`src/source/mem_front_end_consts.svh`:
```
`ifndef MEM_FRONT_END_CONSTS_SVH
`define MEM_FRONT_END_CONSTS_SVH

// address bits carried on the memory bus
`define MEM_ADDR_W    16

// byte offset inside one 64-bit block
`define BLOCK_OFF_W   3

// instruction cache geometry
`define ICACHE_IDX_W  5
`define ICACHE_LINES  32
`define ICACHE_TAG_W  8     // address bits above index and offset

// memory transaction tags, tag 0 is reserved
`define MEM_TAG_W     4
`define MEM_TAGS      16

`endif
```
`src/source/mem_front_end_pkg.sv`:
```
`include "mem_front_end_consts.svh"

package mem_front_end_pkg;

  // bus command encoding, same as the core's memory bus
  typedef enum logic [1:0] {
    BUS_NONE  = 2'h0,
    BUS_LOAD  = 2'h1,
    BUS_STORE = 2'h2
  } bus_cmd_e;

  // request toward memory, held until the response tag is nonzero
  typedef struct packed {
    bus_cmd_e               cmd;
    logic [`MEM_ADDR_W-1:0] addr;   // block aligned
    logic [63:0]            data;   // store data only
  } mem_req_t;

  // everything memory drives back in one cycle
  typedef struct packed {
    logic [`MEM_TAG_W-1:0] response; // 0 = request refused
    logic [63:0]           data;     // load data for tag below
    logic [`MEM_TAG_W-1:0] tag;      // 0 = nothing arriving
  } mem_reply_t;

  // one direct-mapped instruction cache line
  typedef struct packed {
    logic                     valid;
    logic [`ICACHE_TAG_W-1:0] tag;
    logic [63:0]              data;
  } icache_line_t;

endpackage

```
`src/source/mem_front_end.sv`:
```
`timescale 1ns/10ps
`include "mem_front_end_consts.svh"

module mem_front_end (
  input  logic                          clock,
  input  logic                          rst_n,
  output mem_front_end_pkg::mem_req_t   mem_req,
  input  mem_front_end_pkg::mem_reply_t mem_reply,
  input  logic [`MEM_ADDR_W-1:0]        fetch_addr,
  output logic [63:0]                   fetch_data,
  output logic                          fetch_valid,
  input  logic                          dreq_valid,
  input  logic                          dreq_store,
  input  logic [`MEM_ADDR_W-1:0]        dreq_addr,
  input  logic [63:0]                   dreq_data,
  output logic                          dport_busy,
  output logic                          dresp_done,
  output logic [63:0]                   dresp_data
);
  import mem_front_end_pkg::*;

  mem_req_t              imem_req;
  mem_req_t              dmem_req;
  logic [`MEM_TAG_W-1:0] imem_response;
  logic [`MEM_TAG_W-1:0] dmem_response;
  logic                  bus_select;    // high when the icache owns the bus

  // data side wins whenever it drives a command
  assign bus_select    = (dmem_req.cmd == BUS_NONE);
  assign mem_req       = bus_select ? imem_req : dmem_req;
  assign imem_response = bus_select ? mem_reply.response : '0;
  assign dmem_response = bus_select ? '0 : mem_reply.response;

  icache u_icache (
    .clock          (clock),
    .rst_n          (rst_n),
    .fetch_addr     (fetch_addr),
    .fetch_data     (fetch_data),
    .fetch_valid    (fetch_valid),
    .imem_req       (imem_req),
    .imem_response  (imem_response),
    .mem_reply_data (mem_reply.data),
    .mem_reply_tag  (mem_reply.tag)
  );

  dmem_port u_dmem_port (
    .clock          (clock),
    .rst_n          (rst_n),
    .dreq_valid     (dreq_valid),
    .dreq_store     (dreq_store),
    .dreq_addr      (dreq_addr),
    .dreq_data      (dreq_data),
    .dmem_req       (dmem_req),
    .dmem_response  (dmem_response),
    .mem_reply_data (mem_reply.data),   // both sides see every reply
    .mem_reply_tag  (mem_reply.tag),
    .dport_busy     (dport_busy),
    .dresp_done     (dresp_done),
    .dresp_data     (dresp_data)
  );

endmodule

```
`src/source/dmem_port.sv`:
```
`timescale 1ns/10ps
`include "mem_front_end_consts.svh"

module dmem_port (
  input  logic                        clock,
  input  logic                        rst_n,
  input  logic                        dreq_valid,
  input  logic                        dreq_store,
  input  logic [`MEM_ADDR_W-1:0]      dreq_addr,
  input  logic [63:0]                 dreq_data,
  output mem_front_end_pkg::mem_req_t dmem_req,
  input  logic [`MEM_TAG_W-1:0]       dmem_response,
  input  logic [63:0]                 mem_reply_data,
  input  logic [`MEM_TAG_W-1:0]       mem_reply_tag,
  output logic                        dport_busy,
  output logic                        dresp_done,    // one-cycle end pulse
  output logic [63:0]                 dresp_data
);
  import mem_front_end_pkg::*;

  typedef enum logic [1:0] {
    ST_IDLE = 2'd0,
    ST_REQ  = 2'd1,   // command on the bus
    ST_WAIT = 2'd2    // load accepted, waiting for its tag
  } dport_state_e;

  dport_state_e           state;
  logic                   req_store;
  logic [`MEM_ADDR_W-1:0] req_addr;
  logic [63:0]            req_data;
  logic [`MEM_TAG_W-1:0]  acc_tag;
  logic                   accepted;
  logic                   reply_hit;

  assign accepted  = (state == ST_REQ) && (dmem_response != '0);
  assign reply_hit = (state == ST_WAIT) && (mem_reply_tag == acc_tag);

  always_ff @(posedge clock) begin
    if (!rst_n) begin
      state      <= ST_IDLE;
      dresp_done <= 1'b0;
    end else begin
      dresp_done <= 1'b0;
      case (state)
        ST_IDLE: if (dreq_valid) state <= ST_REQ;
        ST_REQ: begin
          if (accepted) begin
            state      <= req_store ? ST_IDLE : ST_WAIT;
            dresp_done <= req_store;   // stores finish at acceptance
          end
        end
        ST_WAIT: begin
          if (reply_hit) begin
            state      <= ST_IDLE;
            dresp_done <= 1'b1;
          end
        end
        default: state <= ST_IDLE;
      endcase
    end
  end

  always_ff @(posedge clock) begin
    if ((state == ST_IDLE) && dreq_valid) begin
      req_store <= dreq_store;
      req_addr  <= {dreq_addr[`MEM_ADDR_W-1:`BLOCK_OFF_W], {`BLOCK_OFF_W{1'b0}}};
      req_data  <= dreq_data;
    end
    if (accepted) acc_tag <= dmem_response;
    if (reply_hit) dresp_data <= mem_reply_data;
  end

  always_comb begin
    dmem_req.cmd  = BUS_NONE;
    dmem_req.addr = req_addr;
    dmem_req.data = req_data;
    if (state == ST_REQ) begin
      dmem_req.cmd = req_store ? BUS_STORE : BUS_LOAD;
    end
  end

  assign dport_busy = (state != ST_IDLE);

endmodule

```
`src/source/icache.sv`:
```
`timescale 1ns/10ps
`include "mem_front_end_consts.svh"

module icache (
  input  logic                        clock,
  input  logic                        rst_n,
  input  logic [`MEM_ADDR_W-1:0]      fetch_addr,
  output logic [63:0]                 fetch_data,
  output logic                        fetch_valid,
  output mem_front_end_pkg::mem_req_t imem_req,
  input  logic [`MEM_TAG_W-1:0]       imem_response,   // 0 while refused or bus is taken
  input  logic [63:0]                 mem_reply_data,
  input  logic [`MEM_TAG_W-1:0]       mem_reply_tag
);
  import mem_front_end_pkg::*;

  icache_line_t             lines [`ICACHE_LINES];
  logic [`ICACHE_TAG_W-1:0] fill_tags [`ICACHE_LINES]; // cache tag of the fill in flight

  // fetch address split
  logic [`ICACHE_IDX_W-1:0] rd_idx;
  logic [`ICACHE_TAG_W-1:0] rd_tag;
  logic                     hit;

  // miss request held until memory takes it
  logic                     req_valid;
  logic [`MEM_ADDR_W-1:0]   req_addr;
  logic [`ICACHE_IDX_W-1:0] req_idx;
  logic [`ICACHE_TAG_W-1:0] req_tag;
  logic                     req_accept;

  // tag table interface
  logic                     lookup_pending;
  logic                     fill_en;
  logic [`ICACHE_IDX_W-1:0] fill_idx;

  assign rd_idx = fetch_addr[`BLOCK_OFF_W +: `ICACHE_IDX_W];
  assign rd_tag = fetch_addr[`MEM_ADDR_W-1 -: `ICACHE_TAG_W];

  assign req_idx = req_addr[`BLOCK_OFF_W +: `ICACHE_IDX_W];
  assign req_tag = req_addr[`MEM_ADDR_W-1 -: `ICACHE_TAG_W];

  // hit path is purely combinational
  always_comb begin
    hit         = lines[rd_idx].valid && (lines[rd_idx].tag == rd_tag);
    fetch_valid = hit;
    fetch_data  = lines[rd_idx].data;
  end

  assign req_accept = req_valid && (imem_response != '0);

  // new miss only when the port is free and no fill is due for this line
  always_ff @(posedge clock) begin
    if (!rst_n) begin
      req_valid <= 1'b0;
    end else if (req_valid) begin
      if (req_accept) begin
        req_valid <= 1'b0;
      end
    end else if (!hit && !lookup_pending) begin
      req_valid <= 1'b1;
    end
  end

  always_ff @(posedge clock) begin
    if (!req_valid) begin
      req_addr <= {fetch_addr[`MEM_ADDR_W-1:`BLOCK_OFF_W], {`BLOCK_OFF_W{1'b0}}};
    end
  end

  always_comb begin
    imem_req      = '0;
    imem_req.cmd  = req_valid ? BUS_LOAD : BUS_NONE;
    imem_req.addr = req_addr;
  end

  // remember which cache tag the accepted fill belongs to
  always_ff @(posedge clock) begin
    if (req_accept) begin
      fill_tags[req_idx] <= req_tag;
    end
  end

  // line storage, only valid bits are cleared
  always_ff @(posedge clock) begin
    if (!rst_n) begin
      for (int i = 0; i < `ICACHE_LINES; i++) begin
        lines[i].valid <= 1'b0;
      end
    end else if (fill_en) begin
      lines[fill_idx].valid <= 1'b1;
      lines[fill_idx].tag   <= fill_tags[fill_idx];
      lines[fill_idx].data  <= mem_reply_data;
    end
  end

  icache_tag_table u_tag_table (
    .clock          (clock),
    .rst_n          (rst_n),
    .record_en      (req_accept),
    .record_tag     (imem_response),
    .record_idx     (req_idx),
    .reply_tag      (mem_reply_tag),
    .lookup_idx     (rd_idx),
    .lookup_pending (lookup_pending),
    .fill_en        (fill_en),
    .fill_idx       (fill_idx)
  );

endmodule

```
`src/source/icache_tag_table.sv`:
```
`timescale 1ns/10ps
`include "mem_front_end_consts.svh"

module icache_tag_table (
  input  logic                     clock,
  input  logic                     rst_n,
  input  logic                     record_en,   // fill request accepted this cycle
  input  logic [`MEM_TAG_W-1:0]    record_tag,
  input  logic [`ICACHE_IDX_W-1:0] record_idx,
  input  logic [`MEM_TAG_W-1:0]    reply_tag,
  input  logic [`ICACHE_IDX_W-1:0] lookup_idx,
  output logic                     lookup_pending,
  output logic                     fill_en,
  output logic [`ICACHE_IDX_W-1:0] fill_idx
);

  // one entry per memory tag
  logic [`MEM_TAGS-1:0]     pending;
  logic [`ICACHE_IDX_W-1:0] line_idx [`MEM_TAGS];

  always_ff @(posedge clock) begin
    if (!rst_n) begin
      pending <= '0;
    end else begin
      if (fill_en) begin
        pending[reply_tag] <= 1'b0;   // entry freed as the fill lands
      end
      if (record_en) begin
        pending[record_tag] <= 1'b1;
      end
    end
  end

  always_ff @(posedge clock) begin
    if (record_en) begin
      line_idx[record_tag] <= record_idx;
    end
  end

  // a matching reply on a pending tag is a fill
  assign fill_en  = (reply_tag != '0) && pending[reply_tag];
  assign fill_idx = line_idx[reply_tag];

  // is some fill already headed for this line
  always_comb begin
    lookup_pending = 1'b0;
    for (int t = 1; t < `MEM_TAGS; t++) begin
      if (pending[t] && (line_idx[t] == lookup_idx)) begin
        lookup_pending = 1'b1;
      end
    end
  end

endmodule

```
`config.mk`:
```
export PLATFORM = sky130hd
export DESIGN_NAME = mem_front_end
export DESIGN_NICKNAME = d
export VERILOG_FILES = /design/src/source/mem_front_end_pkg.sv /design/src/source/mem_front_end.sv /design/src/source/dmem_port.sv /design/src/source/icache.sv /design/src/source/icache_tag_table.sv
export VERILOG_INCLUDE_DIRS = /design/src /design/src/source
export SDC_FILE = /design/constraint.sdc
export NUM_CORES = 2
export LEC_CHECK = 0
export BUFFER_PORTS_ARGS = -buffer_cell sky130_fd_sc_hd__buf_2
export CORE_ASPECT_RATIO = 1.75
export CORE_MARGIN = 3
export CORE_UTILIZATION = 60
export DETAILED_ROUTE_END_ITERATION = 12
export PLACE_DENSITY_LB_ADDON = 0.08
export SLEW_MARGIN = 20
export SYNTH_ARGS = -nofsm -noshare
export SYNTH_HDL_FRONTEND = slang
export SYNTH_SLANG_ARGS = --single-unit
export TNS_END_PERCENT = 20
```
`constraint.sdc`:
```
create_clock -name clock -period 7.1 [get_ports clock]
set_clock_uncertainty 0.2 [all_clocks]
set_input_delay 1.065 -clock clock [delete_from_list [all_inputs] [get_ports clock]]
set_output_delay 1.065 -clock clock [all_outputs]
set_load 0.01 [all_outputs]
```
==> run summary <==
## Run status
- finished clean — outcome

## Timing
- 0 — final count of pins violating max slew
- 1090 ps — Worst Max-Slew Pin Slew
- 0 — setup-violating endpoint count in the final report
- 81.8% — Period Utilization, post-route
- 179 ps — worst hold slack
- no — setup repair after global routing missed its margin
- 5810 ps — final critical-path required period
- 0 — Final Hold Vio Count
- 27.3% — max_slew headroom
- 0.172 GHz — Max Clk Rate
- 0 ps — sum of negative setup slack

## Worst setup path
- primary input — CP Launch Type
- fetch_valid — last element of the critical path
- u_icache.u_tag_table.line_idx[14][1] — launching point of the worst reg2reg path
- in2out — CP Class
- 38 — critical-path maximum fanout
- 5830 ps — critical path data required time
- u_icache.lines[12][69] — critical register-to-register path endpoint
- fetch_addr[5] — startpoint of the most critical setup path
- 4540 ps — arrival time at the worst endpoint
- output port — Worst setup EP type
- 2730 ps — worst reg-to-reg setup slack
- 9 — r2r worst-path depth

## Route
- 53000 — overall via count from detail_route
- 97800 um — routed length on met1
- 0 — DRC
- met5 — max layer used
- 32.5 um — average wire length per cell after detail routing
- 139000 um — sum of met2 wire segment lengths after detailed routing
- 18800 um — wire length on met3
- 7 — length of the first detailed-routing pass in iterations
- 264000 um — final WL
- 5792 — number of DRC violations after detailed-routing iteration 0
- 0 — number of nets with antenna violations after detailed routing
- 6.53 — vias per inst

## Power and ir drop
- 278 nW/um2 — areal power density over the cells
- 6.3% — combinational fraction of design power
- 55.1% — sequential share of power
- 27.0 mW — P_int
- 34.2 mW — overall power of the completed layout
- 38.6% — clock share of power
- 39.8 nW — leakage dissipation
- 7.24 mW — switching power of the nets
- 0.245 mV — maximum VDD drop
- 21.1% — net switching share of the total power

## Placed design
- 136000 um — sum of net half-perimeters after detailed placement
- 0.855 — Routability Congestion
- 115000 um2 — standard cell area after detailed placement
- 375 — count of input and output buffers

## Clocking
- 870 ps — Skew-Pair Late Insertion Delay
- clkbuf_16 — root buffer cell
- 2851 — CTS sink count
- 0 — cts-stage hold buffer count
- 0 — post-CTS setup-driven buffer insertion count
- 4 — H-tree depth
- 0 — CTS resizes
- 242 — TritonCTS buffer count
- 70 ps — clock edge transition at the registers on the reported setup and hold paths
- yes — TritonCTS clock tree
- 4 — largest buffer count on any clock path

## Floorplan
- 329 um — die span in x
- 60.6% — initial standard-cell utilization of the core
- 571 um — chip height
- 206 — site row count
- 181000 um2 — placeable core area
- 385 — count of boundary I/O pins
- 188000 um2 — Total Die Area

## Logic synthesis
- 0% — async set-or-reset flop fraction in the synthesized netlist
- 77.8% — sequential share of the synthesized area
- 5023 — Post-Synthesis Cells
- 61 — distinct cell type count after synthesis
- edfxtp_1 — Synth Flop Type
- 2799 — Post-synth EDFFs
- 109000 um2 — post-synthesis cell area
- 0 — synth warn
- 2851 — post-synthesis sequential element count
- 21.8 um2 — post-synthesis area per instance

## Global route
- 28.5% — total global routing track utilization
- 381000 um — first-pass GRT wire length
- 54400 — number of global-route vias before repair
- 9 — initial antenna violation count
- 137 — pin count of the biggest net entering global routing
- 0 — total gr overflow

## Final layout
- 2799 x edfxtp_1, 713 x mux4_2, 370 x buf_2, 326 x nand2_1, 243 x clkbuf_16 — most frequent cells in the layout
- 5704 — final-stage net count
- 11400 — fill cell count
- 29.6% — share of layout cells above drive strength 1
- 68.1% — core utilization of the finished layout
- 12.5% — relative area change from synthesis to final layout
- edfxtp_1 — leading cell type in the layout, fill and taps excluded
- 123000 um2 — final std cell area, no fill

## Flow run
- 0 — max capacitance violation total

## Min path
- in2reg — type of the tightest min-delay check
- dreq_data[1] — source of the worst hold timing path

==> power by group through the flow <==
stage | registers [mW] | logic [mW] | clock network, mW
floorplan | 19.2 | 1.25 | 0
global placement | 19.2 | 2.12 | 0
detailed placement | 19.2 | 2.16 | 0
CTS | 18.9 | 2.17 | 13.4
global route | 18.8 | 2.32 | 14.0
finish | 18.9 | 2.16 | 13.2
==> cells by family (layout without fill, tap and decap cells) <==
| kind of cell | count (synthesis) | after routing | synth area share, % |
|---|---|---|---|
| flip-flops | 2851 | 2851 | 77.8 |
| XOR/XNOR | 86 | 86 | 0.688 |
| other | 1 | 14 | 0.00343 |
| AND/OR/NAND/NOR | 704 | 704 | 2.94 |
| AO/OA/AOI/OAI | 264 | 264 | 1.52 |
| multiplexers | 833 | 833 | 15.9 |
| buffers and inverters | 281 | 979 | 1.13 |
| adder cells (fa/ha/maj) | 3 | 3 | 0.0343 |
==> critical path, stage by stage <==
cell and delay [ps]:
buf_8 300, buf_4 690, mux2_2 410, o22ai_1 110
nor4b_1 80, nor4_1 400, buf_4 210, xor2_1 220
nand4_1 110, nor3_1 590, buf_2 250
==> worst min-delay path by stage <==
stage / end / slack [ps] / cells past startpoint
floorplan: u_icache.u_tag_table.pending[0] / 220 / 1
global route: u_dmem_port.req_addr[9] / 140 / 1
CTS: u_dmem_port.req_data[7] / 120 / 1
detailed placement: u_icache.lines[17][72] / 240 / 1
finish: u_dmem_port.req_data[1] / 180 / 1
global placement: u_icache.lines[11][72] / 230 / 1
==> flip-flops by register name (all words and copies together) (netlist names) <==
| name | cells |
|---|---|
| u_icache.u_tag_table.pending | 16 |
| u_dmem_port.dresp_data | 64 |
| u_icache.lines | 2336 |
| u_dmem_port.req_store | 1 |
| u_icache.req_addr | 13 |
| u_dmem_port.req_data | 64 |
| u_icache.u_tag_table.line_idx | 80 |
| u_icache.fill_tags | 256 |
| u_dmem_port.req_addr | 13 |
| u_dmem_port.dresp_done | 1 |
| u_icache.req_valid | 1 |
| u_dmem_port.state | 2 |
| u_dmem_port.acc_tag | 4 |
==> layout make-up <==
type | instances | area, um2 | share of cell area, %
clock inverters | 136 | 1400 | 1.14
repair buffers | 526 | 3780 | 3.07
multi-input cells | 1898 | 23400 | 19.0
well taps | 2392 | 2990 | 2.43
clock buffers | 307 | 6400 | 5.20
inverters | 10 | 45.0 | 0.0366
diodes | 6 | 15.0 | 0.0122
flip-flops and latches | 2851 | 85100 | 69.1
==> synth_stat cells, types with 9 or more instances <==
| library cell | instances | area, um2 |
|---|---|---|
| nand4_1 | 16 | 100 |
| dfxtp_1 | 52 | 1040 |
| a21oi_1 | 133 | 666 |
| buf_2 | 69 | 345 |
| nand2b_1 | 13 | 81.3 |
| nor4_1 | 21 | 131 |
| nand3_1 | 86 | 430 |
| o21a_1 | 12 | 90.1 |
| clkbuf_1 | 112 | 420 |
| xor2_1 | 69 | 604 |
| inv_1 | 9 | 33.8 |
| mux2_2 | 65 | 732 |
| mux2i_1 | 50 | 500 |
| a21o_1 | 32 | 240 |
| mux4_2 | 714 | 16100 |
| and2_1 | 77 | 482 |
| nand2_1 | 326 | 1220 |
| nor2_1 | 114 | 428 |
| xnor2_1 | 17 | 149 |
| nor2b_1 | 15 | 93.8 |
| o22ai_1 | 10 | 62.6 |
| buf_4 | 10 | 75.1 |
| buf_1 | 74 | 278 |
| edfxtp_1 | 2799 | 84100 |
| nor3_1 | 9 | 45.0 |
| a22oi_1 | 34 | 255 |
| a211oi_1 | 13 | 97.6 |
==> stage by stage <==
step / setup WS [ps] / std cells
final: 1290 / 8126
after CTS: 1280 / 8118
after detailed placement: 1280 / 7675
after floorplan: 420 / 5030
after global routing: 1110 / 8121
after global placement: 1240 / 7675
==> metal layers <==
layer / GRT usage [%] / vias up
met1: 38.6 / 28400
li1: - / 21800
met4: 8.72 / 8
met2: 49.0 / 2329
met5: 0 / -
met3: 3.83 / 479
Power figures use the tool's default switching activity.
